===== config.mk =====
export PLATFORM = sky130hd
export DESIGN_NAME = mem_to_cache_top
export DESIGN_NICKNAME = d
export VERILOG_FILES = /design/src/hdl/mem_cache_pkg.sv /design/src/hdl/tag_clear_seq.sv /design/src/hdl/cmd_translate.sv /design/src/hdl/resp_header_queue.sv /design/src/hdl/resp_assemble.sv /design/src/hdl/mem_to_cache_top.sv
export SDC_FILE = /design/constraint.sdc
export NUM_CORES = 1
export LEC_CHECK = 0
export ABC_AREA = 1
export BUFFER_PORTS_ARGS = -buffer_cell sky130_fd_sc_hd__buf_2
export CAP_MARGIN = 20
export CORE_UTILIZATION = 34
export CTS_BUF_LIST = sky130_fd_sc_hd__clkbuf_2
export DETAILED_ROUTE_END_ITERATION = 10
export PLACE_DENSITY_LB_ADDON = 0.15
export SYNTH_ARGS = -nofsm -noshare
export SYNTH_HDL_FRONTEND = slang
export SYNTH_SLANG_ARGS = --single-unit
export TNS_END_PERCENT = 10

===== constraint.sdc =====
create_clock -name clk_i -period 4.4 [get_ports clk_i]
set_input_delay 0.44 -clock clk_i [delete_from_list [all_inputs] [get_ports clk_i]]
set_output_delay 0.44 -clock clk_i [all_outputs]
set_load 0.05 [all_outputs]

===== src/hdl/mem_cache_pkg.sv =====
package mem_cache_pkg;

  // widths of the memory message and cache interfaces
  localparam int addr_width_c = 32;
  localparam int data_width_c = 64;
  localparam int data_bytes_c = data_width_c / 8;

  // memory message type
  typedef enum logic [0:0]
  {
    e_mem_rd = 1'b0,
    e_mem_wr = 1'b1
  } msg_type_e;

  // log2 of the number of bytes carried by a message
  typedef enum logic [1:0]
  {
    e_size_1 = 2'd0,
    e_size_2 = 2'd1,
    e_size_4 = 2'd2,
    e_size_8 = 2'd3
  } msg_size_e;

  // header of a memory command or response, echoed back unchanged
  typedef struct packed
  {
    msg_type_e               msg_type;
    msg_size_e               size;
    logic [7:0]              tag;
    logic [addr_width_c-1:0] addr;
  } mem_hdr_t;

  // single-beat command from the requester
  typedef struct packed
  {
    mem_hdr_t                hdr;
    logic [data_width_c-1:0] data;
  } mem_cmd_t;

  // single-beat response back to the requester
  typedef struct packed
  {
    mem_hdr_t                hdr;
    logic [data_width_c-1:0] data;
  } mem_resp_t;

  // opcodes understood by the blocking data cache
  typedef enum logic [3:0]
  {
    e_op_lb    = 4'h0,
    e_op_lh    = 4'h1,
    e_op_lw    = 4'h2,
    e_op_ld    = 4'h3,
    e_op_sb    = 4'h4,
    e_op_sh    = 4'h5,
    e_op_sw    = 4'h6,
    e_op_sd    = 4'h7,
    // tag store, writes an invalid tag into one block
    e_op_tagst = 4'h8
  } cache_op_e;

  // packet sent to the cache
  typedef struct packed
  {
    cache_op_e               opcode;
    logic [addr_width_c-1:0] addr;
    logic [data_width_c-1:0] data;
    logic [data_bytes_c-1:0] mask;
  } cache_pkt_t;

endpackage


===== src/hdl/tag_clear_seq.sv =====
module tag_clear_seq
  #(
    parameter int sets_p = 16,
    parameter int ways_p = 2
  )
  (
    input  logic                      clk_i,
    input  logic                      reset_i,
    output mem_cache_pkg::cache_pkt_t clear_pkt_o,
    output logic                      clear_v_o,
    input  logic                      clear_ready_i,
    input  logic                      cache_v_i,
    output logic                      clearing_o
  );

  localparam int blocks_lp = sets_p * ways_p;
  localparam int cnt_w_lp  = $clog2(blocks_lp + 1);
  localparam int idx_w_lp  = (blocks_lp > 1) ? $clog2(blocks_lp) : 1;
  // block index sits just above the byte offset of a beat
  localparam int offset_lp = $clog2(mem_cache_pkg::data_bytes_c);
  localparam logic [cnt_w_lp-1:0] blocks_cnt_lp = cnt_w_lp'(blocks_lp);

  typedef enum logic [1:0]
  {
    st_reset,
    st_clear,
    st_ready
  } state_e;

  state_e              state_r;
  logic [cnt_w_lp-1:0] sent_r;
  logic [cnt_w_lp-1:0] recv_r;

  // commands stay blocked until the last tag store is acknowledged
  assign clearing_o = (state_r != st_ready);
  assign clear_v_o  = (state_r == st_clear) && (sent_r != blocks_cnt_lp);

  always_comb
  begin
    clear_pkt_o        = '0;
    clear_pkt_o.opcode = mem_cache_pkg::e_op_tagst;
    clear_pkt_o.addr[offset_lp +: idx_w_lp] = sent_r[idx_w_lp-1:0];
  end

  always_ff @(posedge clk_i)
  begin
    if (reset_i)
    begin
      state_r <= st_reset;
      sent_r  <= '0;
      recv_r  <= '0;
    end
    else
    begin
      case (state_r)
        st_reset:
          state_r <= st_clear;
        st_clear:
        begin
          if (clear_v_o && clear_ready_i)
            sent_r <= sent_r + 1'b1;
          // every answer seen here is a tag store acknowledgement
          if (cache_v_i)
            recv_r <= recv_r + 1'b1;
          if ((sent_r == blocks_cnt_lp) && (recv_r == blocks_cnt_lp))
            state_r <= st_ready;
        end
        default:
          state_r <= st_ready;
      endcase
    end
  end

endmodule


===== src/hdl/cmd_translate.sv =====
module cmd_translate
  (
    input  mem_cache_pkg::mem_cmd_t   cmd_i,
    input  logic                      cmd_v_i,
    output logic                      cmd_ready_o,
    input  mem_cache_pkg::cache_pkt_t clear_pkt_i,
    input  logic                      clear_v_i,
    output logic                      clear_ready_o,
    input  logic                      clearing_i,
    input  logic                      queue_full_i,
    output logic                      hdr_push_o,
    output mem_cache_pkg::cache_pkt_t cache_pkt_o,
    output logic                      cache_pkt_v_o,
    input  logic                      cache_pkt_ready_i
  );

  mem_cache_pkg::mem_hdr_t   hdr;
  mem_cache_pkg::cache_pkt_t cmd_pkt;
  logic                      is_write;
  // byte offset inside the 64-bit word
  logic [2:0]                byte_off;

  assign hdr      = cmd_i.hdr;
  assign is_write = (hdr.msg_type == mem_cache_pkg::e_mem_wr);
  assign byte_off = hdr.addr[2:0];

  // opcode, replicated store data and byte mask
  always_comb
  begin
    cmd_pkt      = '0;
    cmd_pkt.addr = hdr.addr;
    case (hdr.size)
      mem_cache_pkg::e_size_1:
      begin
        cmd_pkt.opcode = is_write ? mem_cache_pkg::e_op_sb : mem_cache_pkg::e_op_lb;
        cmd_pkt.data   = {8{cmd_i.data[7:0]}};
        cmd_pkt.mask   = 8'b0000_0001 << byte_off;
      end
      mem_cache_pkg::e_size_2:
      begin
        cmd_pkt.opcode = is_write ? mem_cache_pkg::e_op_sh : mem_cache_pkg::e_op_lh;
        cmd_pkt.data   = {4{cmd_i.data[15:0]}};
        // offset aligned down to a halfword
        cmd_pkt.mask   = 8'b0000_0011 << {byte_off[2:1], 1'b0};
      end
      mem_cache_pkg::e_size_4:
      begin
        cmd_pkt.opcode = is_write ? mem_cache_pkg::e_op_sw : mem_cache_pkg::e_op_lw;
        cmd_pkt.data   = {2{cmd_i.data[31:0]}};
        cmd_pkt.mask   = 8'b0000_1111 << {byte_off[2], 2'b00};
      end
      default:
      begin
        cmd_pkt.opcode = is_write ? mem_cache_pkg::e_op_sd : mem_cache_pkg::e_op_ld;
        cmd_pkt.data   = cmd_i.data;
        cmd_pkt.mask   = 8'hff;
      end
    endcase
  end

  // the clear sequence owns the cache port until it finishes
  always_comb
  begin
    if (clearing_i)
    begin
      cache_pkt_o   = clear_pkt_i;
      cache_pkt_v_o = clear_v_i;
    end
    else
    begin
      cache_pkt_o   = cmd_pkt;
      // no packet without room for its header
      cache_pkt_v_o = cmd_v_i && !queue_full_i;
    end
  end

  assign clear_ready_o = clearing_i && cache_pkt_ready_i;
  assign cmd_ready_o   = !clearing_i && cache_pkt_ready_i && !queue_full_i;

  // header is queued on the same edge the cache takes the packet
  assign hdr_push_o = cmd_v_i && cmd_ready_o;

endmodule


===== src/hdl/resp_header_queue.sv =====
module resp_header_queue
  #(
    parameter int hdr_queue_els_p = 4
  )
  (
    input  logic                    clk_i,
    input  logic                    reset_i,
    input  mem_cache_pkg::mem_hdr_t hdr_i,
    input  logic                    push_i,
    output logic                    full_o,
    output mem_cache_pkg::mem_hdr_t hdr_o,
    output logic                    hdr_v_o,
    input  logic                    pop_i
  );

  localparam int ptr_w_lp = (hdr_queue_els_p > 1) ? $clog2(hdr_queue_els_p) : 1;
  localparam int cnt_w_lp = $clog2(hdr_queue_els_p + 1);
  localparam logic [ptr_w_lp-1:0] last_ptr_lp = ptr_w_lp'(hdr_queue_els_p - 1);
  localparam logic [cnt_w_lp-1:0] els_cnt_lp  = cnt_w_lp'(hdr_queue_els_p);

  mem_cache_pkg::mem_hdr_t mem_r [hdr_queue_els_p];
  logic [ptr_w_lp-1:0]     wr_ptr_r;
  logic [ptr_w_lp-1:0]     rd_ptr_r;
  logic [cnt_w_lp-1:0]     count_r;
  logic                    do_push;
  logic                    do_pop;

  assign full_o  = (count_r == els_cnt_lp);
  assign hdr_v_o = (count_r != '0);
  assign hdr_o   = mem_r[rd_ptr_r];

  assign do_push = push_i && !full_o;
  assign do_pop  = pop_i && hdr_v_o;

  // storage
  always_ff @(posedge clk_i)
  begin
    if (do_push)
      mem_r[wr_ptr_r] <= hdr_i;
  end

  always_ff @(posedge clk_i)
  begin
    if (reset_i)
    begin
      wr_ptr_r <= '0;
      rd_ptr_r <= '0;
      count_r  <= '0;
    end
    else
    begin
      if (do_push)
        wr_ptr_r <= (wr_ptr_r == last_ptr_lp) ? '0 : wr_ptr_r + 1'b1;
      if (do_pop)
        rd_ptr_r <= (rd_ptr_r == last_ptr_lp) ? '0 : rd_ptr_r + 1'b1;
      // push and pop together leave the count alone
      case ({do_push, do_pop})
        2'b10:   count_r <= count_r + 1'b1;
        2'b01:   count_r <= count_r - 1'b1;
        default: count_r <= count_r;
      endcase
    end
  end

endmodule


===== src/hdl/resp_assemble.sv =====
module resp_assemble
  (
    input  mem_cache_pkg::mem_hdr_t              hdr_i,
    input  logic                                 hdr_v_i,
    output logic                                 hdr_pop_o,
    input  logic                                 clearing_i,
    input  logic [mem_cache_pkg::data_width_c-1:0] cache_data_i,
    input  logic                                 cache_v_i,
    output logic                                 cache_yumi_o,
    output mem_cache_pkg::mem_resp_t             resp_o,
    output logic                                 resp_v_o,
    input  logic                                 resp_ready_i
  );

  logic [mem_cache_pkg::data_width_c-1:0] load_data;
  logic                                   resp_xfer;

  // the cache returns load bytes at the low end, keep only the requested size
  always_comb
  begin
    load_data = '0;
    case (hdr_i.size)
      mem_cache_pkg::e_size_1:
        load_data[7:0] = cache_data_i[7:0];
      mem_cache_pkg::e_size_2:
        load_data[15:0] = cache_data_i[15:0];
      mem_cache_pkg::e_size_4:
        load_data[31:0] = cache_data_i[31:0];
      default:
        load_data = cache_data_i;
    endcase
  end

  always_comb
  begin
    resp_o.hdr = hdr_i;
    if (hdr_i.msg_type == mem_cache_pkg::e_mem_rd)
      resp_o.data = load_data;
    else
      resp_o.data = '0;
  end

  // a response needs both a queued header and the cache answer
  assign resp_v_o  = hdr_v_i && cache_v_i;
  assign resp_xfer = resp_v_o && resp_ready_i;
  assign hdr_pop_o = resp_xfer;

  // tag store acknowledgements are consumed without a response
  assign cache_yumi_o = resp_xfer || (clearing_i && cache_v_i);

endmodule


===== src/hdl/mem_to_cache_top.sv =====
module mem_to_cache_top
  #(
    parameter int sets_p          = 16,
    parameter int ways_p          = 2,
    parameter int hdr_queue_els_p = 4
  )
  (
    input  logic                                   clk_i,
    input  logic                                   reset_i,

    // command channel
    input  mem_cache_pkg::mem_cmd_t                cmd_i,
    input  logic                                   cmd_v_i,
    output logic                                   cmd_ready_o,

    // response channel
    output mem_cache_pkg::mem_resp_t               resp_o,
    output logic                                   resp_v_o,
    input  logic                                   resp_ready_i,

    // cache packet channel
    output mem_cache_pkg::cache_pkt_t              cache_pkt_o,
    output logic                                   cache_pkt_v_o,
    input  logic                                   cache_pkt_ready_i,

    // cache return channel
    input  logic [mem_cache_pkg::data_width_c-1:0] cache_data_i,
    input  logic                                   cache_v_i,
    output logic                                   cache_yumi_o
  );

  mem_cache_pkg::cache_pkt_t clear_pkt;
  logic                      clear_v;
  logic                      clear_ready;
  logic                      clearing;
  logic                      queue_full;
  logic                      hdr_push;
  mem_cache_pkg::mem_hdr_t   queue_hdr;
  logic                      queue_hdr_v;
  logic                      hdr_pop;

  tag_clear_seq
    #(
      .sets_p (sets_p),
      .ways_p (ways_p)
    )
    u_tag_clear_seq
    (
      .clk_i         (clk_i),
      .reset_i       (reset_i),
      .clear_pkt_o   (clear_pkt),
      .clear_v_o     (clear_v),
      .clear_ready_i (clear_ready),
      .cache_v_i     (cache_v_i),
      .clearing_o    (clearing)
    );

  cmd_translate u_cmd_translate
    (
      .cmd_i             (cmd_i),
      .cmd_v_i           (cmd_v_i),
      .cmd_ready_o       (cmd_ready_o),
      .clear_pkt_i       (clear_pkt),
      .clear_v_i         (clear_v),
      .clear_ready_o     (clear_ready),
      .clearing_i        (clearing),
      .queue_full_i      (queue_full),
      .hdr_push_o        (hdr_push),
      .cache_pkt_o       (cache_pkt_o),
      .cache_pkt_v_o     (cache_pkt_v_o),
      .cache_pkt_ready_i (cache_pkt_ready_i)
    );

  resp_header_queue
    #(
      .hdr_queue_els_p (hdr_queue_els_p)
    )
    u_resp_header_queue
    (
      .clk_i   (clk_i),
      .reset_i (reset_i),
      .hdr_i   (cmd_i.hdr),
      .push_i  (hdr_push),
      .full_o  (queue_full),
      .hdr_o   (queue_hdr),
      .hdr_v_o (queue_hdr_v),
      .pop_i   (hdr_pop)
    );

  resp_assemble u_resp_assemble
    (
      .hdr_i        (queue_hdr),
      .hdr_v_i      (queue_hdr_v),
      .hdr_pop_o    (hdr_pop),
      .clearing_i   (clearing),
      .cache_data_i (cache_data_i),
      .cache_v_i    (cache_v_i),
      .cache_yumi_o (cache_yumi_o),
      .resp_o       (resp_o),
      .resp_v_o     (resp_v_o),
      .resp_ready_i (resp_ready_i)
    );

endmodule


Word level (Yosys, flattened, before mapping)
Memory sizes are Yosys's and may differ from the RTL's. A register that Yosys moved wholly into a read port is not among the register bits.
Cells that the tools add are included.
{"block": "totals", "mem_count": 1, "latch_bits": 0, "ramBits": 172, "mem_bits_ro": 0, "in_bits": 177, "elab_cells": 77, "regBits": 21}
{"block": "op_classes", "n_div": 0, "order_cmp": 0, "n_mux": 21, "bitwise": 0, "n_reduce_logical": 25, "addsub": 6, "n_eq_ne": 15, "n_shift": 3, "mul": 0}
{"memory": "u_resp_header_queue.mem_r", "words": 4, "width": 43, "read_ports": 1, "rd_ports_with_merged_regs": 1, "write_ports": 1, "line": "resp_header_queue.sv:21", "rtl": "mem_cache_pkg::mem_hdr_t mem_r [hdr_queue_els_p];"}
{"cell": "case mux 72 bit (3 select lines)", "count": 1}
{"cell": "2-to-1 mux 108 bit", "count": 1}
{"cell": "2-to-1 mux 64 bit", "count": 1}
{"cell": "2-to-1 mux 32 bit", "count": 1}
{"cell": "2-to-1 mux 16 bit", "count": 1}
{"cell": "logical AND 1 bit", "count": 13}
{"cell": "adder 6 x 1 -> 6 bit (second input constant)", "count": 2}
{"cell": "equality test 6 bit (second input constant)", "count": 2}
{"cell": "2-to-1 mux 3 bit", "count": 4}
{"cell": "case mux 4 bit (3 select lines)", "count": 1}
{"cell": "equality test 2 bit (second input constant)", "count": 5}
{"cell": "2-to-1 mux 2 bit", "count": 5}
{"cell": "equality test 2 x 1 -> 1 bit (second input constant)", "count": 4}
{"cell": "2-to-1 mux 8 bit", "count": 1}
{"cell": "left shift 1 x 3 -> 8 bit (first input constant)", "count": 1}
{"cell": "left shift 2 x 3 -> 8 bit (first input constant)", "count": 1}
{"cell": "left shift 4 x 3 -> 8 bit (first input constant)", "count": 1}
{"cell": "zero test 2 bit", "count": 3}
{"cell": "!= test 6 bit (second input constant)", "count": 1}
{"cell": "case mux 3 bit (2 select lines)", "count": 1}
{"cell": "adder 2 x 1 -> 2 bit (second input constant)", "count": 2}
{"cell": "!= test 2 bit (second input constant)", "count": 2}
{"cell": "case mux 2 bit (2 select lines)", "count": 1}
{"cell": "AND reduction 2 bit", "count": 2}
{"cell": "other kinds (10)", "count": 13}

Longest topological paths before layout
Gate-level depths: netlist of run 1.
{"block": "depth", "word_depth": 8, "ltp_mapped": 11, "ltp_nobuf": 11}

Hierarchy
From an unflattened synthesis of run 1, not the netlist that was laid out.
{"block": "unflattened", "cells_unflattened": 1426, "hier_area_um2": 11700.0}
{"mod": "resp_header_queue", "cells_per_inst": 486, "area_per_inst_um2": 6855.3, "instances": 1}
{"mod": "cmd_translate", "cells_per_inst": 534, "area_per_inst_um2": 2235.9, "instances": 1}
{"mod": "tag_clear_seq", "cells_per_inst": 213, "area_per_inst_um2": 1555.2, "instances": 1}
{"mod": "resp_assemble", "cells_per_inst": 193, "area_per_inst_um2": 1053.5, "instances": 1}

Least setup slack after synthesis of run 1
No wires, ideal clock.
{"block": "synth_timing", "path_kind": "register to register", "startpoint": "register u_tag_clear_seq.state_r[1]", "endpoint": "memory u_resp_header_queue.mem_r[0][0] (netlist bit), enable pin", "synth_period_minus_slack_ns": 3.089, "required_ns": 3.956, "stages_incl_launch_ff": 5, "setup_ns": 0.444, "t_arrival_ns": 2.646, "slack_ns": 1.311, "path_cell_list": "dfxtp_1 inv_1 nor2_4 nand4_1 nor2_1"}
{"block": "synth_via", "elab_chain_len": 8}
{"element": "start: declaration", "line": "tag_clear_seq.sv:30", "rtl": "state_e state_r;"}
{"element": "start signal: assignment", "line": "tag_clear_seq.sv:49", "rtl": "state_r <= st_reset;"}
{"element": "start signal: assignment", "line": "tag_clear_seq.sv:57", "rtl": "state_r <= st_clear;"}
{"element": "start signal: assignment", "line": "tag_clear_seq.sv:66", "rtl": "state_r <= st_ready;"}
{"element": "!= test 2 bit", "line": "tag_clear_seq.sv:35", "rtl": "assign clearing_o = (state_r != st_ready);"}
{"element": "zero test 1 bit", "line": "cmd_translate.sv:78", "rtl": "assign cmd_ready_o = !clearing_i && cache_pkt_ready_i && !queue_full_i;"}
{"element": "logical AND 1 bit (2 in series)", "line": "cmd_translate.sv:78"}
{"element": "logical AND 1 bit", "line": "cmd_translate.sv:81", "rtl": "assign hdr_push_o = cmd_v_i && cmd_ready_o;"}
{"element": "logical AND 1 bit", "line": "resp_header_queue.sv:32", "rtl": "assign do_push = push_i && !full_o;"}
{"element": "2-to-1 mux 1 bit", "line": "resp_header_queue.sv:38", "rtl": "if (do_push)"}
{"element": "2-to-1 mux 1 bit (not written as such)", "line": "resp_header_queue.sv:39", "rtl": "mem_r[wr_ptr_r] <= hdr_i;"}
{"element": "end: declaration", "line": "resp_header_queue.sv:21"}
No other way between the ends.

==> key figures, run 1 <==
Routing
  • Initial DRC Count: 553
  • WL/cell: 16.5 um
  • Vias per cell: 4.75
  • Drt drc: 0
  • Drt total wl: 30.7 mm
  • Via count: 8816
  • First drt pass iteration count: 5
  • Antenna-violating nets left: 0

Timing
  • Setup TNS: 0 ns
  • Hold Vio Cnt, Final: 0
  • Final setup fails: 0
  • Post-layout min period: 3.52 ns
  • Max-slew headroom: 39.0%
  • Hold_ws: 0.0829 ns
  • Max frequency: 284 MHz
  • Fin Clk Skew: 0.0496 ns
  • Slew @ Worst Pin: 0.913 ns
  • Tcrit/Tclk final: 80.1%
  • Final worst slack: 0.877 ns
  • Pins Over Slew Limit: 0
  • RSZ-0062 raised after global routing: false

Flow run
  • Max-Cap Viols: 0

Clock tree
  • Sink Count: 195
  • Clk pin slew, worst setup/hold paths: 0.29 ns
  • Later-pin clock latency in the skew report: 0.80 ns
  • Root buffer cell: clkbuf_2
  • CTS tree: yes
  • CTS Buf Count: 17
  • Max H-tree Level: 4
  • Clock buffer depth: 2

Global routing
  • GRT Total Usage: 20.3%
  • Antenna violations before repair: 1
  • Pin count of the biggest net entering global routing: 86
  • First-pass GRT wire length: 44.4 mm
  • GRT overflow: 0
  • Vias in the first global route: 7773

Synth
  • Mapped Nets: 1237
  • Synth area leaders: edfxtp_1 (54%), nor2_1 (11%), o21ai_0 (5.9%)
  • Synth Cell Area: 0.00956 mm2
  • Synthesized flop and latch total: 195
  • Number of synthesis warnings: 0
  • Mapped Cells: 1049
  • Yosys top cell area share: 54.0%
  • Synth unique cells: 33
  • Avg Cell Area, Syn: 9.12 um2
  • Post-synth top area cell: edfxtp_1
  • Sequential element share of the synthesized area: 58.8%

Worst setup path
  • Startpoint types: flip-flop
  • Critical Path RT: 3.96 ns
  • Worst Path Arrival: 3.08 ns
  • Reg2reg setup slack: 1.84 ns
  • CP Max Fanout: 51
  • CP Capture Type: output pin
  • Reg2reg start: u_resp_header_queue.count_r[0]
  • Critical path class: reg2out

Power and ir drop
  • Peak VDD IR: 0.189 mV
  • Cell Pwr Density: 255 mW/mm2
  • Leak: 5.77 nW

Layout
  • Final Non-Filler Cells: 1857
  • Post-layout nets: 1653
  • Fin util: 45.5%
  • Area Overhead vs Synth: 31.8%
  • Share of layout cells above drive strength 1: 32.3%

Placed design
  • Buffers on Ports: 395
  • DP Cell Count: 1778
  • Gpl congestion: 0.849
  • DP Worst Slack: 1.63 ns
  • Hpwl dp: 21.6 mm

Die
  • Initial Util: 34.5%
  • IO Count: 396
  • Core Box Area: 0.0277 mm2
  • Die area: 0.0288 mm2
  • Rows: 61
  • Chip height: 170 um
  • Die extent in x: 170 um

Status
  • Status: finished, final reports clean

Worst hold path
  • Worst Hold Class: in2reg
  • Worst min-delay path startpoint: cache_pkt_ready_i
metrics by stage:
stage / total power [W] / instance area (um2)
CTS: 0.00325 / 12600
finish: 0.00322 / 12600
detailed placement: 0.00231 / 11900
floorplan: 0.00217 / 9560
global placement: 0.00231 / 11900
global route: 0.00335 / 12600
path summary, 6_finish.rpt:
path	endpoint	cells past startpoint
worst max-delay path	resp_o[17]	7
worst min-delay path	u_resp_header_queue.wr_ptr_r[1]	5
worst max register to register	u_resp_header_queue.mem_r[3][7]	5
worst min register to register	u_resp_header_queue.count_r[0]	1
cell usage in the layout, fill, tap and decap left out, types with 2 or more instances in the layout:
| master | Yosys | routed |
|---|---|---|
| buf_2 | 9 | 395 |
| nor2_1 | 271 | 267 |
| edfxtp_1 | 172 | 172 |
| nand2_1 | 115 | 115 |
| o21ai_0 | 113 | 113 |
| inv_1 | 108 | 108 |
| o22ai_1 | 48 | 48 |
| dlygate4sd3_1 | 0 | 46 |
| a21oi_1 | 40 | 40 |
| nand3_1 | 27 | 27 |
| nor2_2 | 21 | 21 |
| dfxtp_1 | 23 | 21 |
| clkbuf_2 | 1 | 18 |
| o211ai_1 | 15 | 15 |
| buf_4 | 8 | 12 |
| ha_1 | 10 | 10 |
| clkinv_8 | 0 | 9 |
| nor2_4 | 2 | 6 |
| inv_2 | 4 | 4 |
| nor3_1 | 4 | 4 |
| inv_6 | 0 | 4 |
| nand2_4 | 3 | 3 |
| a31oi_1 | 3 | 3 |
| xor2_1 | 3 | 3 |
| nand4_1 | 2 | 2 |
| dfxtp_2 | 0 | 2 |
sequential cells by signal, summed over array words and instances (netlist names), named ones only:
signal / cells
u_resp_header_queue.count_r: 3
u_resp_header_queue.mem_r: 172
u_resp_header_queue.wr_ptr_r: 2
u_tag_clear_seq.state_r: 2
u_tag_clear_seq.sent_r: 6
u_tag_clear_seq.recv_r: 6
u_resp_header_queue.rd_ptr_r: 2
critical path, cell delays in order (launching register included):
cell     delay, ns
dfxtp_2       0.41
inv_2         0.65
nand2_1       0.11
nand3_1       0.15
nand2_4       0.28
nand2_4       0.34
nor2_1        0.10
buf_2         0.22
repair_timing:
item                                    4_1_cts  5_1_grt
endpoints found under the hold margin       186        0
endpoints found under the setup margin        0        0
resized for setup                             0        0
hold buffers                                 46        0
buffers inserted                              0        0
cell usage after synthesis (all sizes together):
master and n:
fa 1, o211ai 15, o22ai 48, nand4 2
a21oi 40, ha 10, o21ai 114, inv 112
nand2 119, nor2 294, xor2 3, clkbuf 34
a31oi 3, nor3 4, nand3 28, o21a 1
nand3b 1, dfxtp 23, clkinv 1, buf 23
xnor2 1, edfxtp 172
power by group:
part | switching (W) | internal (W)
sequential | 0.00000281 | 0.00201
combinational | 0.000173 | 0.000119
clock | 0.000705 | 0.000204
per-layer routing:
metal	vias up	wire length, um	track usage [%]	share of wire, %
met5	-	8	0	0.026
met4	2	185	2.74	0.60
met3	19	1950	3.73	6.4
met2	331	14500	33.1	47
met1	4118	14100	28.7	46
li1	4346	-	-	-
cells by family (layout without fill, tap and decap cells):
| group | count (synthesis) | count (layout) | synth area share [%] |
|---|---|---|---|
| fa+ha+maj | 11 | 11 | 1.52 |
| buf+inv | 170 | 599 | 7.51 |
| xor+xnor | 4 | 4 | 0.366 |
| flops | 195 | 195 | 58.8 |
| simple gates | 448 | 448 | 19.1 |
| compound gates | 221 | 221 | 12.7 |
| other cells | 0 | 1 | 0 |
final cells by class:
type                       instances  area [um2]
antenna                            1        2.50
clock buffer                      18        90.1
clock inverter                    14         190
fill                            2772       15100
inverter                         113         424
multi-input combinational        684        3250
sequential                       195        5630
tap                              378         473
timing repair buffer             454        2550
Note: power is estimated with default switching activity, not from simulation.
==> inputs of run 2 (changes only) <==
Clock period 4.4 ns to 3.4 ns, I/O delays scaled along.
==> key figures, run 2 (synthesis results as in run 1) <==
Worst setup path
  • CP Max Fanout: 16
  • Startpoint types: input port
  • Reg2reg start: u_resp_header_queue.count_r[0]
  • Critical Path RT: 3.06 ns
  • Critical path class: in2out
  • CP Capture Type: output pin
  • Worst setup startpoint: cmd_i[105]
  • Worst Path Arrival: 2.83 ns
  • Reg2reg setup slack: 1.02 ns

Timing
  • Fin Clk Skew: 0.0369 ns
  • Hold Vio Cnt, Final: 0
  • Max frequency: 315 MHz
  • Pins Over Slew Limit: 0
  • Tcrit/Tclk final: 93.3%
  • RSZ-0062 raised after global routing: false
  • Final setup fails: 0
  • Max-slew headroom: 52.6%
  • Slew @ Worst Pin: 0.710 ns
  • Setup TNS: 0 ns
  • Post-layout min period: 3.17 ns

Routing
  • Drt total wl: 30.4 mm
  • WL/cell: 16.4 um
  • Initial DRC Count: 537
  • Vias per cell: 4.74
  • Via count: 8806
  • First drt pass iteration count: 5
  • Antenna-violating nets left: 0
  • Drt drc: 0

Layout
  • Post-layout nets: 1655
  • Top flop regs: u_resp_header_queue.mem_r: 172 flops, u_tag_clear_seq.recv_r: 6 flops, u_tag_clear_seq.sent_r: 6 flops
  • Number of flip-flops in the largest register: 172
  • Storage cell area: 0.00563 mm2
  • Area Overhead vs Synth: 33.7%
  • Multi-input logic area: 0.00326 mm2
  • Share of layout cells above drive strength 1: 32.3%
  • Commonest non-fill, non-tap cell in the layout: buf_2
  • Final Non-Filler Cells: 1859
  • Fillcell total: 2795
  • Biggest register: u_resp_header_queue.mem_r
  • Commonest non-fill, non-tap cells in the layout: buf_2 (386), nor2_1 (267), edfxtp_1 (172)

Power and ir drop
  • Peak VDD IR: 0.233 mV
  • Clock share of power: 28.7%
  • Cell Pwr Density: 328 mW/mm2
  • Leak: 5.81 nW
  • Switch share: 27.4%
  • P_sw: 0.00115 W
  • Combinational power share: 9.1%
  • Pint: 0.00304 W
  • Sequential Power Share: 62.2%

Worst hold path
  • Worst min-delay path startpoint: cmd_i[99]
  • Worst Hold Class: in2reg

Clock tree
  • CTS Buf Count: 17
  • Sink Count: 195
  • Post-CTS Setup Inserts: 0
  • CTS tree: yes
  • Clock buffer depth: 2
  • Max H-tree Level: 4
  • Later-pin clock latency in the skew report: 0.76 ns
  • Root buffer cell: clkbuf_2
  • Clk pin slew, worst setup/hold paths: 0.34 ns

Die
  • Die area: 0.0288 mm2
  • Initial Util: 34.5%
  • Die extent in x: 170 um
  • IO Count: 396
  • Chip height: 170 um
  • Rows: 61
  • Core Box Area: 0.0277 mm2

Placed design
  • Buffers on Ports: 395
  • DP Cell Count: 1778
  • Hpwl dp: 21.4 mm
  • Gpl congestion: 0.844

Global routing
  • GRT Total Usage: 20.3%
  • First-pass GRT wire length: 44.6 mm
  • Vias in the first global route: 7943
  • Pin count of the biggest net entering global routing: 74
  • GRT overflow: 0
  • Antenna violations before repair: 0

Flow run
  • Max-Cap Viols: 0

Status
  • Status: finished, final reports clean
-- run 2: cell types whose count changed in the layout (fill, tap and decap cells not counted), moves of 2 or more --
cell / before / now
buf_12: 1 / 11
buf_2: 395 / 386
clkinv_8: 9 / 6
dlygate4sd3_1: 46 / 48
inv_12: 0 / 2
inv_6: 4 / 1
inv_8: 0 / 5
-- run 2: final timing paths --
kind / end / depth (start not counted)
max: cache_pkt_o[5] / 9
min: u_resp_header_queue.mem_r[3][35] / 2
max reg2reg: u_resp_header_queue.mem_r[1][3] / 5
min reg2reg: u_resp_header_queue.count_r[0] / 1
-- run 2: power by group through the flow --
stage	Combinational [W]	Sequential (W)	Clock, W
floorplan	0.000150	0.00266	0
global placement	0.000333	0.00266	0
detailed placement	0.000336	0.00266	0
CTS	0.000380	0.00261	0.00125
global route	0.000417	0.00261	0.00135
finish	0.000380	0.00261	0.00120
-- run 2: routing by layer --
metal	global-route usage (%)	part of all wire (%)
met5	0	0
met4	2.90	0.82
met2	33.4	47
met1	28.2	46
met3	3.92	5.9
-- run 2: cell type report --
| type | instances | area share, % |
|---|---|---|
| Sequential cell | 195 | 44.0 |
| Multi-Input combinational cell | 684 | 25.5 |
| Timing Repair Buffer | 456 | 21.2 |
| Tap cell | 378 | 3.70 |
| Inverter | 113 | 3.32 |
| Clock inverter | 15 | 1.57 |
| Clock buffer | 17 | 0.665 |
| Antenna cell | 1 | 0.0196 |
-- run 2: what timing repair did --
item / 4_1_cts / 5_1_grt
endpoints found under the hold margin: 191 / 0
gates resized for setup: 0 / 1
endpoints found under the setup margin: 0 / 1
hold buffers: 48 / 0
-- run 2: critical path: stages --
cell,delay (ns)
dlygate4sd3_1,0.56
buf_2,0.33
inv_1,0.27
nor2_1,0.19
clkinv_1,0.28
nor2_1,0.23
inv_1,0.08
a31oi_1,0.23
buf_2,0.32
-- run 2: per-stage QoR --
| stage | setup slack (ns) | power (W) | instance area [um2] | hold slack [ns] | util [%] |
|---|---|---|---|---|---|
| after floorplan | 0.311 | 0.00281 | 9560 | 0.409 | - |
| after global placement | 0.881 | 0.00299 | 12000 | 0.437 | 43.3 |
| after detailed placement | 0.848 | 0.00299 | 12000 | 0.451 | 43.3 |
| after CTS | 0.189 | 0.00424 | 12800 | 0.186 | 46.1 |
| after global routing | 0.0746 | 0.00437 | 12800 | 0.158 | 46.1 |
| final | 0.229 | 0.00419 | 12800 | 0.293 | 46.1 |
